File: config.mk
export PLATFORM = sky130hd
export DESIGN_NAME = dma_fifo_top
export DESIGN_NICKNAME = d
export VERILOG_FILES = /design/src/hdl/dma_fifo_pkg.sv /design/src/hdl/fifo_lane_strobes.sv /design/src/hdl/fifo_occupancy.sv /design/src/hdl/fifo_byte_ptr.sv /design/src/hdl/fifo_buffer.sv /design/src/hdl/dma_fifo_top.sv
export SDC_FILE = /design/constraint.sdc
export NUM_CORES = 1
export LEC_CHECK = 0
export BUFFER_PORTS_ARGS = -buffer_cell sky130_fd_sc_hd__buf_4
export CAP_MARGIN = 5
export CORE_MARGIN = 3
export CORE_UTILIZATION = 59
export CTS_CLUSTER_SIZE = 20
export DETAILED_ROUTE_END_ITERATION = 12
export PLACE_DENSITY = 0.79
export SYNTH_ARGS = -nofsm -noshare
export SYNTH_HDL_FRONTEND = slang
export SYNTH_SLANG_ARGS = --single-unit
File: constraint.sdc
create_clock -name llws -period 2.5 [get_ports llws]
set_input_delay 0.125 -clock llws [delete_from_list [all_inputs] [get_ports llws]]
set_output_delay 0.125 -clock llws [all_outputs]
set_load 0.005 [all_outputs]
File: src/hdl/dma_fifo_pkg.sv
package dma_fifo_pkg;

  // Storage geometry
  localparam int fifo_depth = 8;   // Longword slots
  localparam int ptr_w      = 3;   // Next-in / next-out pointer width
  localparam int cnt_w      = 4;   // Occupancy count, holds 0..8
  localparam int data_w     = 32;  // Longword width
  localparam int lanes      = 4;   // Byte lanes per longword
  localparam int lane_w     = 8;   // Bits per lane

  // Lane numbering follows bit position, lane 3 is bits 31:24.
  // Big-endian bus order puts byte 0 there.
  localparam int lane_ll = 0;  // Bits 7:0
  localparam int lane_lm = 1;  // Bits 15:8
  localparam int lane_um = 2;  // Bits 23:16
  localparam int lane_uu = 3;  // Bits 31:24

  // Load opcodes from the CPU and SCSI sequencers
  typedef enum logic [2:0] {
    fifo_load_none  = 3'd0,  // No write this cycle
    fifo_load_lword = 3'd1,  // Low word, bits 15:0
    fifo_load_hword = 3'd2,  // High word, bits 31:16
    fifo_load_long  = 3'd3,  // All four lanes
    fifo_load_byte  = 3'd4   // Single lane picked by byte pointer
  } fifo_load_op_e;

  // Byte pointer
  // 0 addresses the first byte on the bus, bits 31:24
  // 3 addresses the fourth byte, bits 7:0
  typedef logic [1:0] byte_ptr_t;

endpackage

File: src/hdl/fifo_lane_strobes.sv
module fifo_lane_strobes
  import dma_fifo_pkg::*;
(
  input  fifo_load_op_e     load_op,  // Load request this cycle
  input  byte_ptr_t         ptr,      // Current byte pointer
  output logic [lanes-1:0]  lane_we   // Per-lane write enables to the buffer
);

  // Byte pointer to lane, big-endian: byte 0 sits in the top lane
  logic [lanes-1:0] byte_lane;

  always_comb begin
    byte_lane = '0;
    case (ptr)
      2'd0: byte_lane[lane_uu] = 1'b1;  // First byte, 31:24
      2'd1: byte_lane[lane_um] = 1'b1;
      2'd2: byte_lane[lane_lm] = 1'b1;
      default: byte_lane[lane_ll] = 1'b1;  // Fourth byte, 7:0
    endcase
  end

  // Opcode decode into lane enables
  always_comb begin
    lane_we = '0;
    unique case (load_op)
      fifo_load_lword: begin
        lane_we[lane_lm] = 1'b1;  // Low word only
        lane_we[lane_ll] = 1'b1;
      end
      fifo_load_hword: begin
        lane_we[lane_uu] = 1'b1;  // High word only
        lane_we[lane_um] = 1'b1;
      end
      fifo_load_long: lane_we = '1;  // Whole longword
      fifo_load_byte: lane_we = byte_lane;  // SCSI side, one byte per strobe
      default: lane_we = '0;  // fifo_load_none
    endcase
  end

  // A byte load must never touch more than one lane, or the
  // SCSI side would smear one byte across the longword
  always_comb begin
    if (load_op == fifo_load_byte) begin
      a_byte_onehot : assert final ($onehot(lane_we))
        else $error("byte load lane_we not one-hot: %b", lane_we);
    end
  end

endmodule

File: src/hdl/fifo_occupancy.sv
module fifo_occupancy
  import dma_fifo_pkg::*;
(
  input  logic llws,
  input  logic rst,
  input  logic fifo_clr,  // Synchronous FIFO clear
  input  logic inc_fifo,  // One more longword held
  input  logic dec_fifo,  // One longword taken
  output logic full,
  output logic empty
);

  logic [cnt_w-1:0] count;     // Longwords held in 0..fifo_depth
  logic [cnt_w-1:0] count_nxt;
  logic             do_inc;
  logic             do_dec;

  // Both strobes together cancel out
  // A violating strobe is dropped so the count saturates
  assign do_inc = inc_fifo && !dec_fifo && (count != cnt_w'(fifo_depth));
  assign do_dec = dec_fifo && !inc_fifo && (count != '0);

  always_comb begin
    count_nxt = count;
    if (do_inc) count_nxt = count + 1'b1;
    else if (do_dec) count_nxt = count - 1'b1;
  end

  // Flags are registered from the next count on the same edge as the count
  always_ff @(posedge llws) begin
    if (rst || fifo_clr) begin
      count <= '0;
      full  <= 1'b0;
      empty <= 1'b1;  // Nothing held after clear
    end else begin
      count <= count_nxt;
      full  <= (count_nxt == cnt_w'(fifo_depth));
      empty <= (count_nxt == '0);
    end
  end

  // Sequencers must not push into a full FIFO without a matching pop
  a_inc_when_full : assert property (
    @(posedge llws) disable iff (rst || fifo_clr)
    !(inc_fifo && !dec_fifo && full))
    else $error("inc_fifo while full");

  // Nor pop from an empty one
  a_dec_when_empty : assert property (
    @(posedge llws) disable iff (rst || fifo_clr)
    !(dec_fifo && !inc_fifo && empty))
    else $error("dec_fifo while empty");

endmodule

File: src/hdl/fifo_byte_ptr.sv
module fifo_byte_ptr
  import dma_fifo_pkg::*;
(
  input  logic      llws,
  input  logic      rst,
  input  logic      fifo_clr,  // Synchronous FIFO clear
  input  logic      inc_bo,    // Step to next byte from the SCSI sequencer
  input  logic      acr_wr,    // Register write strobe
  input  logic      h_0c,      // Address decode for the ACR
  input  logic      mid25,     // ACR bit that seeds the pointer MSB
  output byte_ptr_t ptr
);

  logic acr_load;  // Preload from the ACR this cycle

  assign acr_load = acr_wr && h_0c;

  // Clear wins over ACR preload, which wins over increment
  always_ff @(posedge llws) begin
    if (rst || fifo_clr) begin
      ptr <= '0;  // Back to first byte
    end else if (acr_load) begin
      // Transfer starts on a word boundary so only bit 1 is taken
      ptr <= {mid25, 1'b0};
    end else if (inc_bo) begin
      ptr <= ptr + 2'd1;  // Wraps 3 -> 0 on its own
    end
  end

  // When preload and increment collide, the preload value must win
  a_preload_wins : assert property (
    @(posedge llws) disable iff (rst || fifo_clr)
    (acr_load && inc_bo) |=> (ptr == {$past(mid25), 1'b0}))
    else $error("ACR preload lost to inc_bo, ptr=%0d", ptr);

endmodule

File: src/hdl/fifo_buffer.sv
module fifo_buffer
  import dma_fifo_pkg::*;
(
  input  logic              llws,
  input  logic              rst,
  input  logic              fifo_clr,  // Synchronous FIFO clear
  input  logic [lanes-1:0]  lane_we,   // Byte lane enables from the decode
  input  logic [data_w-1:0] id,        // Write data in bus order
  input  logic              inc_ni,    // Advance next-in after this write
  input  logic              inc_no,    // Advance next-out
  output logic [data_w-1:0] od         // Longword under next-out
);

  // 8 x 32 longword storage
  logic [data_w-1:0] mem [fifo_depth];

  logic [ptr_w-1:0] next_in;   // Write slot
  logic [ptr_w-1:0] next_out;  // Read slot

  // Pointer counters
  // Wrap modulo 8 falls out of the 3-bit width
  always_ff @(posedge llws) begin
    if (rst || fifo_clr) begin
      next_in  <= '0;
      next_out <= '0;
    end else begin
      if (inc_ni) next_in <= next_in + 1'b1;
      if (inc_no) next_out <= next_out + 1'b1;
    end
  end

  // Lane-masked write into the slot under next-in
  // A write together with inc_ni lands in the old slot
  always_ff @(posedge llws) begin
    for (int l = 0; l < lanes; l++) begin
      if (lane_we[l]) begin
        mem[next_in][l*lane_w +: lane_w] <= id[l*lane_w +: lane_w];
      end
    end
  end

  // Asynchronous read shows a write the cycle after the strobe
  assign od = mem[next_out];

  // Write data must be known on every enabled lane
  a_wdata_known : assert property (
    @(posedge llws) disable iff (rst)
    (lane_we != '0) |-> !$isunknown(id & {
      {lane_w{lane_we[lane_uu]}}, {lane_w{lane_we[lane_um]}},
      {lane_w{lane_we[lane_lm]}}, {lane_w{lane_we[lane_ll]}}}))
    else $error("unknown write data on an enabled lane");

endmodule

File: src/hdl/dma_fifo_top.sv
module dma_fifo_top
  import dma_fifo_pkg::*;
(
  input  logic              llws,
  input  logic              rst,
  input  logic              fifo_clr,  // Synchronous FIFO clear
  input  fifo_load_op_e     load_op,   // Load request
  input  logic [data_w-1:0] id,        // FIFO data in
  input  logic              inc_ni,    // Next-in strobe
  input  logic              inc_no,    // Next-out strobe
  input  logic              inc_fifo,  // Occupancy up
  input  logic              dec_fifo,  // Occupancy down
  input  logic              inc_bo,    // Byte pointer step, SCSI side
  input  logic              acr_wr,    // Register write strobe
  input  logic              h_0c,      // ACR address decode
  input  logic              mid25,     // ACR seed for byte pointer
  output logic [data_w-1:0] od,        // FIFO data out
  output logic              full,
  output logic              empty,
  output logic              bo0,       // Byte pointer bit 0
  output logic              bo1,       // Byte pointer bit 1
  output logic              boeq0,     // Pointer on first byte
  output logic              boeq3      // Pointer on fourth byte
);

  byte_ptr_t        ptr;      // Byte pointer, shared by decode and status
  logic [lanes-1:0] lane_we;  // Lane enables into storage

  // Opcode and byte pointer to lane enables
  fifo_lane_strobes u_lane_strobes (
    .load_op (load_op),
    .ptr     (ptr),
    .lane_we (lane_we)
  );

  // Full / empty tracking
  fifo_occupancy u_occupancy (
    .llws     (llws),
    .rst      (rst),
    .fifo_clr (fifo_clr),
    .inc_fifo (inc_fifo),
    .dec_fifo (dec_fifo),
    .full     (full),
    .empty    (empty)
  );

  fifo_byte_ptr u_byte_ptr (
    .llws     (llws),
    .rst      (rst),
    .fifo_clr (fifo_clr),
    .inc_bo   (inc_bo),
    .acr_wr   (acr_wr),
    .h_0c     (h_0c),
    .mid25    (mid25),
    .ptr      (ptr)
  );

  // Storage with its next-in / next-out counters
  fifo_buffer u_buffer (
    .llws     (llws),
    .rst      (rst),
    .fifo_clr (fifo_clr),
    .lane_we  (lane_we),
    .id       (id),
    .inc_ni   (inc_ni),
    .inc_no   (inc_no),
    .od       (od)
  );

  // Pointer status back to the SCSI sequencer
  assign bo0   = ptr[0];
  assign bo1   = ptr[1];
  assign boeq0 = (ptr == 2'd0);
  assign boeq3 = (ptr == 2'd3);  // Last byte of the longword

endmodule

==> results.json, run 1 <==
{
  "synth.avg_cell_area_um2": 20.9,
  "ctsHtreeMaxLevel": 1,
  "critPathSlowestCell": "mux4_2",
  "setup_viol": 0,
  "cts_tree": "built",
  "rrSetupSlack_ns": 0.37,
  "cp.arrival_ns": 2.18,
  "initial_core_util": 0.610,
  "min_to": "u_occupancy.count[2]",
  "worstPathMaxFanout": 34,
  "clkTransAtPathRegs_ns": 0.07,
  "p_clk_frac": 0.435,
  "path_cells": "buf_12 > mux4_2 > mux2_2 > buf_4",
  "clock-sinks": 273,
  "avgRoutedWirePerCell_um": 22.7,
  "syn_nets": 566,
  "rows": 48,
  "clk_path_buf_depth": 3,
  "grt_setup_unrepaired": "false",
  "hpwl_mm": 12.2,
  "status": "completed",
  "routed_wl_mm": 20.2,
  "crit_type": "reg -> out",
  "comb_power_share": 0.054,
  "diodes": 0,
  "drive_gt1_frac": 0.356,
  "grt_max_degree": 35,
  "yosys_warnings": 0,
  "slew_headroom": 0.366,
  "ys_seq_area_frac": 0.753,
  "min_path_cells": 3,
  "grt_pass1_wl_mm": 31.5,
  "hp-start": "rst",
  "p_int_mw": 8.03,
  "grt_usage": 0.209,
  "synth_seq_cells": 273,
  "drv_slew": 0,
  "place_congestion": 0.780,
  "synthToLayoutAreaGrowth_pct": 20.9,
  "drtAntennaViolNets": 0,
  "hold_path_class": "in -> reg",
  "dieArea_um2": 19700,
  "cap_violations": 0,
  "worstMarginPinSlew_ns": 0.947,
  "drcViolationCount": 0,
  "grt_pass1_vias": 5576,
  "die_x_um": 140,
  "r2r_start": "u_buffer.next_in[2]",
  "hold_viol_final": 0,
  "vias": 5268,
  "power.total_mw": 9.89,
  "r2r_cells": 2,
  "min_period_ns": 2.31,
  "syn_inst": 511,
  "p_sw_mw": 1.87,
  "tns_ns": 0,
  "die_h_um": 140,
  "clock_latency_ns": 0.52,
  "leakage_nw": 4.26,
  "via_per_inst": 5.91,
  "powerDensity_nw_per_um2": 767,
  "drt-initial-drc-count": 376,
  "yosysUniqueCellTypes": 39,
  "fp.coreArea_um2": 17500,
  "ioPinCount": 84,
  "worst_setup_path_end_kind": "primary output",
  "cts_setup_buffers": 0,
  "clockRootBuffer": "clkbuf_16",
  "fin_skew_ns": 0.0107,
  "startpoint_type": "flop",
  "post-route-period-util": 0.923,
  "cp_slowest_stage_delay_ns": 0.55,
  "grt_overflow": 0,
  "cts-buffers-inserted": 26,
  "ir_drop_mv": 0.541,
  "cp_data_required_time_ns": 2.38,
  "io_buffers": 83,
  "dr.pass1.iters": 5,
  "p_sw_frac": 0.189,
  "p_seq_frac": 0.512,
  "timing.rr.end": "u_buffer.mem[4][2]",
  "nets": 701,
  "synth_area_um2": 10700,
  "antenna_found_initial": 0,
  "clock.fmax_mhz": 433
}
[flip-flops by register name, indices dropped and copies added, names as in the netlist, named ones only]
| name | count |
|---|---|
| u_buffer.mem | 256 |
| u_buffer.next_in | 3 |
| u_buffer.next_out | 3 |
| u_byte_ptr.ptr | 2 |
| u_occupancy.count | 4 |
| u_occupancy.empty | 1 |
| u_occupancy.full | 1 |
[cell usage in the layout (no fill, tap or decap), drive strengths merged, types with 2 or more instances in the layout]
| cell | count |
|---|---|
| nor2b | 5 |
| nand3 | 4 |
| bufinv | 7 |
| inv | 10 |
| a211oi | 2 |
| clkinv | 8 |
| buf | 90 |
| xnor2 | 4 |
| clkinvlp | 3 |
| mux2i | 5 |
| or3b | 3 |
| mux2 | 32 |
| ha | 9 |
| a21oi | 6 |
| nand2 | 5 |
| dlygate4sd3 | 40 |
| dfxtp | 17 |
| nand3b | 3 |
| xor2 | 2 |
| edfxtp | 256 |
| or3 | 3 |
| mux4 | 64 |
| clkbuf | 29 |
| nor2 | 44 |
[layout make-up]
type                       count  area [um^2]
timing repair buffer         130         1100
sequential                   273         8030
inverter                       9         33.8
clock buffer                  29          683
multi-input combinational    206         2490
clock inverter                19          275
tap                          225          282
fill                         966         4580
[through the flow]
step	instances	util	setup WS, ns	area, um^2	hold slack [ns]
after floorplan	511	-	0.721	10700	0.217
after global placement	803	0.660	0.334	11500	0.320
after detailed placement	803	0.660	0.299	11500	0.327
after CTS	891	0.738	0.165	12900	0.0799
after global routing	891	0.738	0.105	12900	0.124
final	891	0.738	0.193	12900	0.0982
[repair_timing]
item / in CTS / in global routing
setup endpoints to repair: 0 / 0
hold buffers: 40 / 0
endpoints found under the hold margin: 266 / 0
gates resized for setup: 0 / 0
[power groups by stage]
stage	logic, mW	clock network, mW	registers [mW]
after detailed placement	0.480	0	5.16
after floorplan	0.253	0	5.16
final	0.529	4.30	5.06
after global placement	0.466	0	5.16
after global routing	0.575	4.53	5.07
after CTS	0.534	4.36	5.06
[synth_stat cells]
cell type	count	share of area
edfxtp_1	256	0.72
mux4_2	64	0.14
nor2_1	44	0.015
mux2_2	32	0.034
dfxtp_1	17	0.032
ha_1	9	0.011
inv_1	9	0.0032
buf_1	8	0.0028
buf_4	7	0.0049
clkbuf_1	7	0.0025
a21oi_1	5	0.0023
mux2i_1	5	0.0047
nand2_1	5	0.0018
nor2b_1	5	0.0029
nand3_1	4	0.0019
xnor2_1	4	0.0033
nand3b_1	3	0.0021
or3_1	3	0.0018
a211oi_1	2	0.0014
or3b_2	2	0.0016
xor2_1	2	0.0016
a21oi_2	1	0.00082
a221o_2	1	0.0011
a2bb2oi_2	1	0.0014
a31oi_1	1	0.00059
and2_1	1	0.00059
and3_1	1	0.00059
and3b_2	1	0.00094
clkbuf_2	1	0.00047
nand4_1	1	0.00059
nor3_1	1	0.00047
nor3b_1	1	0.00070
o2111ai_1	1	0.00082
o21a_1	1	0.00070
o21ai_0	1	0.00047
o221ai_1	1	0.00082
or2_2	1	0.00059
or2b_1	1	0.00070
or3b_4	1	0.0011
[kinds of logic after synthesis]
family | Yosys count | synth area share
mux | 101 | 0.174
simple gates | 75 | 0.0338
buf+inv | 32 | 0.0138
xor+xnor | 6 | 0.00493
fa+ha+maj | 9 | 0.0106
compound gates | 15 | 0.0104
flops | 273 | 0.753
[per-layer routing]
metal,wire length (um),vias to the layer above,track usage,part of all wire
met5,0,-,0,0
li1,-,2344,-,-
met2,10400,197,0.352,0.52
met4,333,0,0.0546,0.016
met1,8180,2699,0.291,0.40
met3,1250,28,0.0358,0.062
[worst max-delay path, delay by kind of cell (launching register included)]
kind / cells / cell delay [ns]
flops: 1 / 0.37
mux: 2 / 0.85
buf+inv: 2 / 0.40
[worst max-delay path by stage]
| stage | from | slack, ns | cells after the start | end |
|---|---|---|---|---|
| after floorplan | u_buffer.next_in[1] | 0.72 | 3 | u_buffer.mem[2][0] |
| after global placement | load_op[1] | 0.33 | 4 | u_buffer.mem[0][12] |
| after detailed placement | load_op[1] | 0.30 | 4 | u_buffer.mem[2][12] |
| after CTS | flop | 0.17 | 4 | od[17] |
| after global routing | flop | 0.10 | 4 | od[11] |
| final | flop | 0.19 | 4 | od[11] |
No activity file was read; power rests on OpenSTA's default activity.
==> run 2: changes to the inputs <==
Settings changed: CORE_ASPECT_RATIO set to 0.9.
==> results.json, run 2 (synthesis results as in run 1) <==
{
  "clkTransAtPathRegs_ns": 0.06,
  "clockRootBuffer": "clkbuf_16",
  "nets": 704,
  "via_per_inst": 5.88,
  "ir_drop_mv": 0.460,
  "largestRegisters": "u_buffer.mem (256), u_occupancy.count (4)",
  "grt_overflow": 0,
  "worstPathMaxFanout": 10,
  "rrSetupSlack_ns": 0.34,
  "drive_gt1_frac": 0.362,
  "n_fill_cell": 957,
  "grt_max_degree": 33,
  "avgRoutedWirePerCell_um": 22.5,
  "largest_reg_flops": 256,
  "cp_data_required_time_ns": 2.38,
  "worstMarginPinSlew_ns": 0.946,
  "layoutNonFillerInstCount": 904,
  "dr.pass1.iters": 5,
  "clock-sinks": 273,
  "die_h_um": 134,
  "diodes": 0,
  "grt_setup_unrepaired": "false",
  "timing.rr.end": "u_buffer.mem[4][31]",
  "r2r_start": "u_buffer.next_in[2]",
  "tns_ns": 0,
  "startpoint_type": "flop",
  "clock_latency_ns": 0.52,
  "endpoint": "od[13]",
  "clk_path_buf_depth": 3,
  "slew_headroom": 0.367,
  "ioPinCount": 84,
  "drv_slew": 0,
  "cts_tree": "built",
  "leakage_nw": 4.28,
  "cts-buffers-inserted": 26,
  "cp.arrival_ns": 2.18,
  "worst_setup_path_end_kind": "primary output",
  "crit_type": "reg -> out",
  "grt_pass1_wl_mm": 32.3,
  "hp-start": "rst",
  "r2r_cells": 2,
  "hold_path_class": "in -> reg",
  "grt_pass1_vias": 5643,
  "layout_common_cells": "edfxtp_1, buf_4, mux4_2",
  "place_congestion": 0.761,
  "placed_cells": 813,
  "status": "completed",
  "min_period_ns": 2.30,
  "dieArea_um2": 19700,
  "powerDensity_nw_per_um2": 755,
  "setup_viol": 0,
  "ctsHtreeMaxLevel": 1,
  "layout_commonest_cell": "edfxtp_1",
  "routed_wl_mm": 20.3,
  "post-route-period-util": 0.920,
  "initial_core_util": 0.617,
  "hpwl_mm": 12.4,
  "regMostFlops": "u_buffer.mem",
  "drt-initial-drc-count": 504,
  "fin_skew_ns": 0.0121,
  "rows": 45,
  "vias": 5311,
  "cap_violations": 0,
  "antenna_found_initial": 0,
  "grt_usage": 0.213,
  "io_buffers": 83,
  "hold_viol_final": 0,
  "synthToLayoutAreaGrowth_pct": 21.0,
  "fp.coreArea_um2": 17300,
  "clock.fmax_mhz": 435,
  "die_x_um": 148,
  "drtAntennaViolNets": 0,
  "drcViolationCount": 0
}
## run 2: final cells by class
cell class	count	area [um^2]	share of cell area
tap	235	294	0.0228
timing repair buffer	133	1120	0.0871
inverter	9	33.8	0.00262
clock buffer	32	724	0.0561
clock inverter	16	204	0.0158
multi-input combinational	206	2490	0.193
sequential	273	8030	0.623
## run 2: metrics by stage
stage	cell area, um^2	util	hold WS (ns)	power (mW)	setup slack [ns]
after floorplan	10700	-	0.217	5.41	0.721
after global placement	11600	0.668	0.330	5.62	0.254
after detailed placement	11600	0.668	0.335	5.64	0.159
after CTS	12900	0.746	0.0900	9.83	0.173
after global routing	12900	0.746	0.120	10.1	0.127
final	12900	0.746	0.118	9.75	0.199
## run 2: worst min path at each step
stage / to / slack [ns] / cells past startpoint
3_5_place_dp: u_byte_ptr.ptr[0] / 0.34 / 2
2_1_floorplan: u_byte_ptr.ptr[0] / 0.22 / 1
5_1_grt: u_occupancy.count[1] / 0.12 / 3
4_1_cts: u_occupancy.count[1] / 0.09 / 3
3_3_place_gp: u_byte_ptr.ptr[0] / 0.33 / 2
6_report: u_occupancy.count[1] / 0.12 / 3
## run 2: what timing repair did
action | 4_1_cts | 5_1_grt
buffers inserted | 3 | 0
setup endpoints to repair | 2 | 0
hold endpoints to repair | 267 | 0
hold buffers | 40 | 0
gates resized for setup | 0 | 0
## run 2: power breakdown
part / switching, mW / internal (mW) / total [mW]
Clock: 1.58 / 2.57 / 4.14
Combinational: 0.241 / 0.294 / 0.535
Sequential: 0.0212 / 5.04 / 5.07
## run 2: layer usage
metal | up-vias | share of wire | track usage
met5 | - | 0 | 0
met4 | 0 | 0.017 | 0.0523
met3 | 32 | 0.069 | 0.0435
met2 | 200 | 0.49 | 0.349
met1 | 2726 | 0.42 | 0.302
li1 | 2353 | - | -
## run 2: critical path: stages, from the launching register on
cell     delay [ns]
dfxtp_4        0.42
buf_4          0.26
mux4_2         0.53
mux2_2         0.30
buf_4          0.14
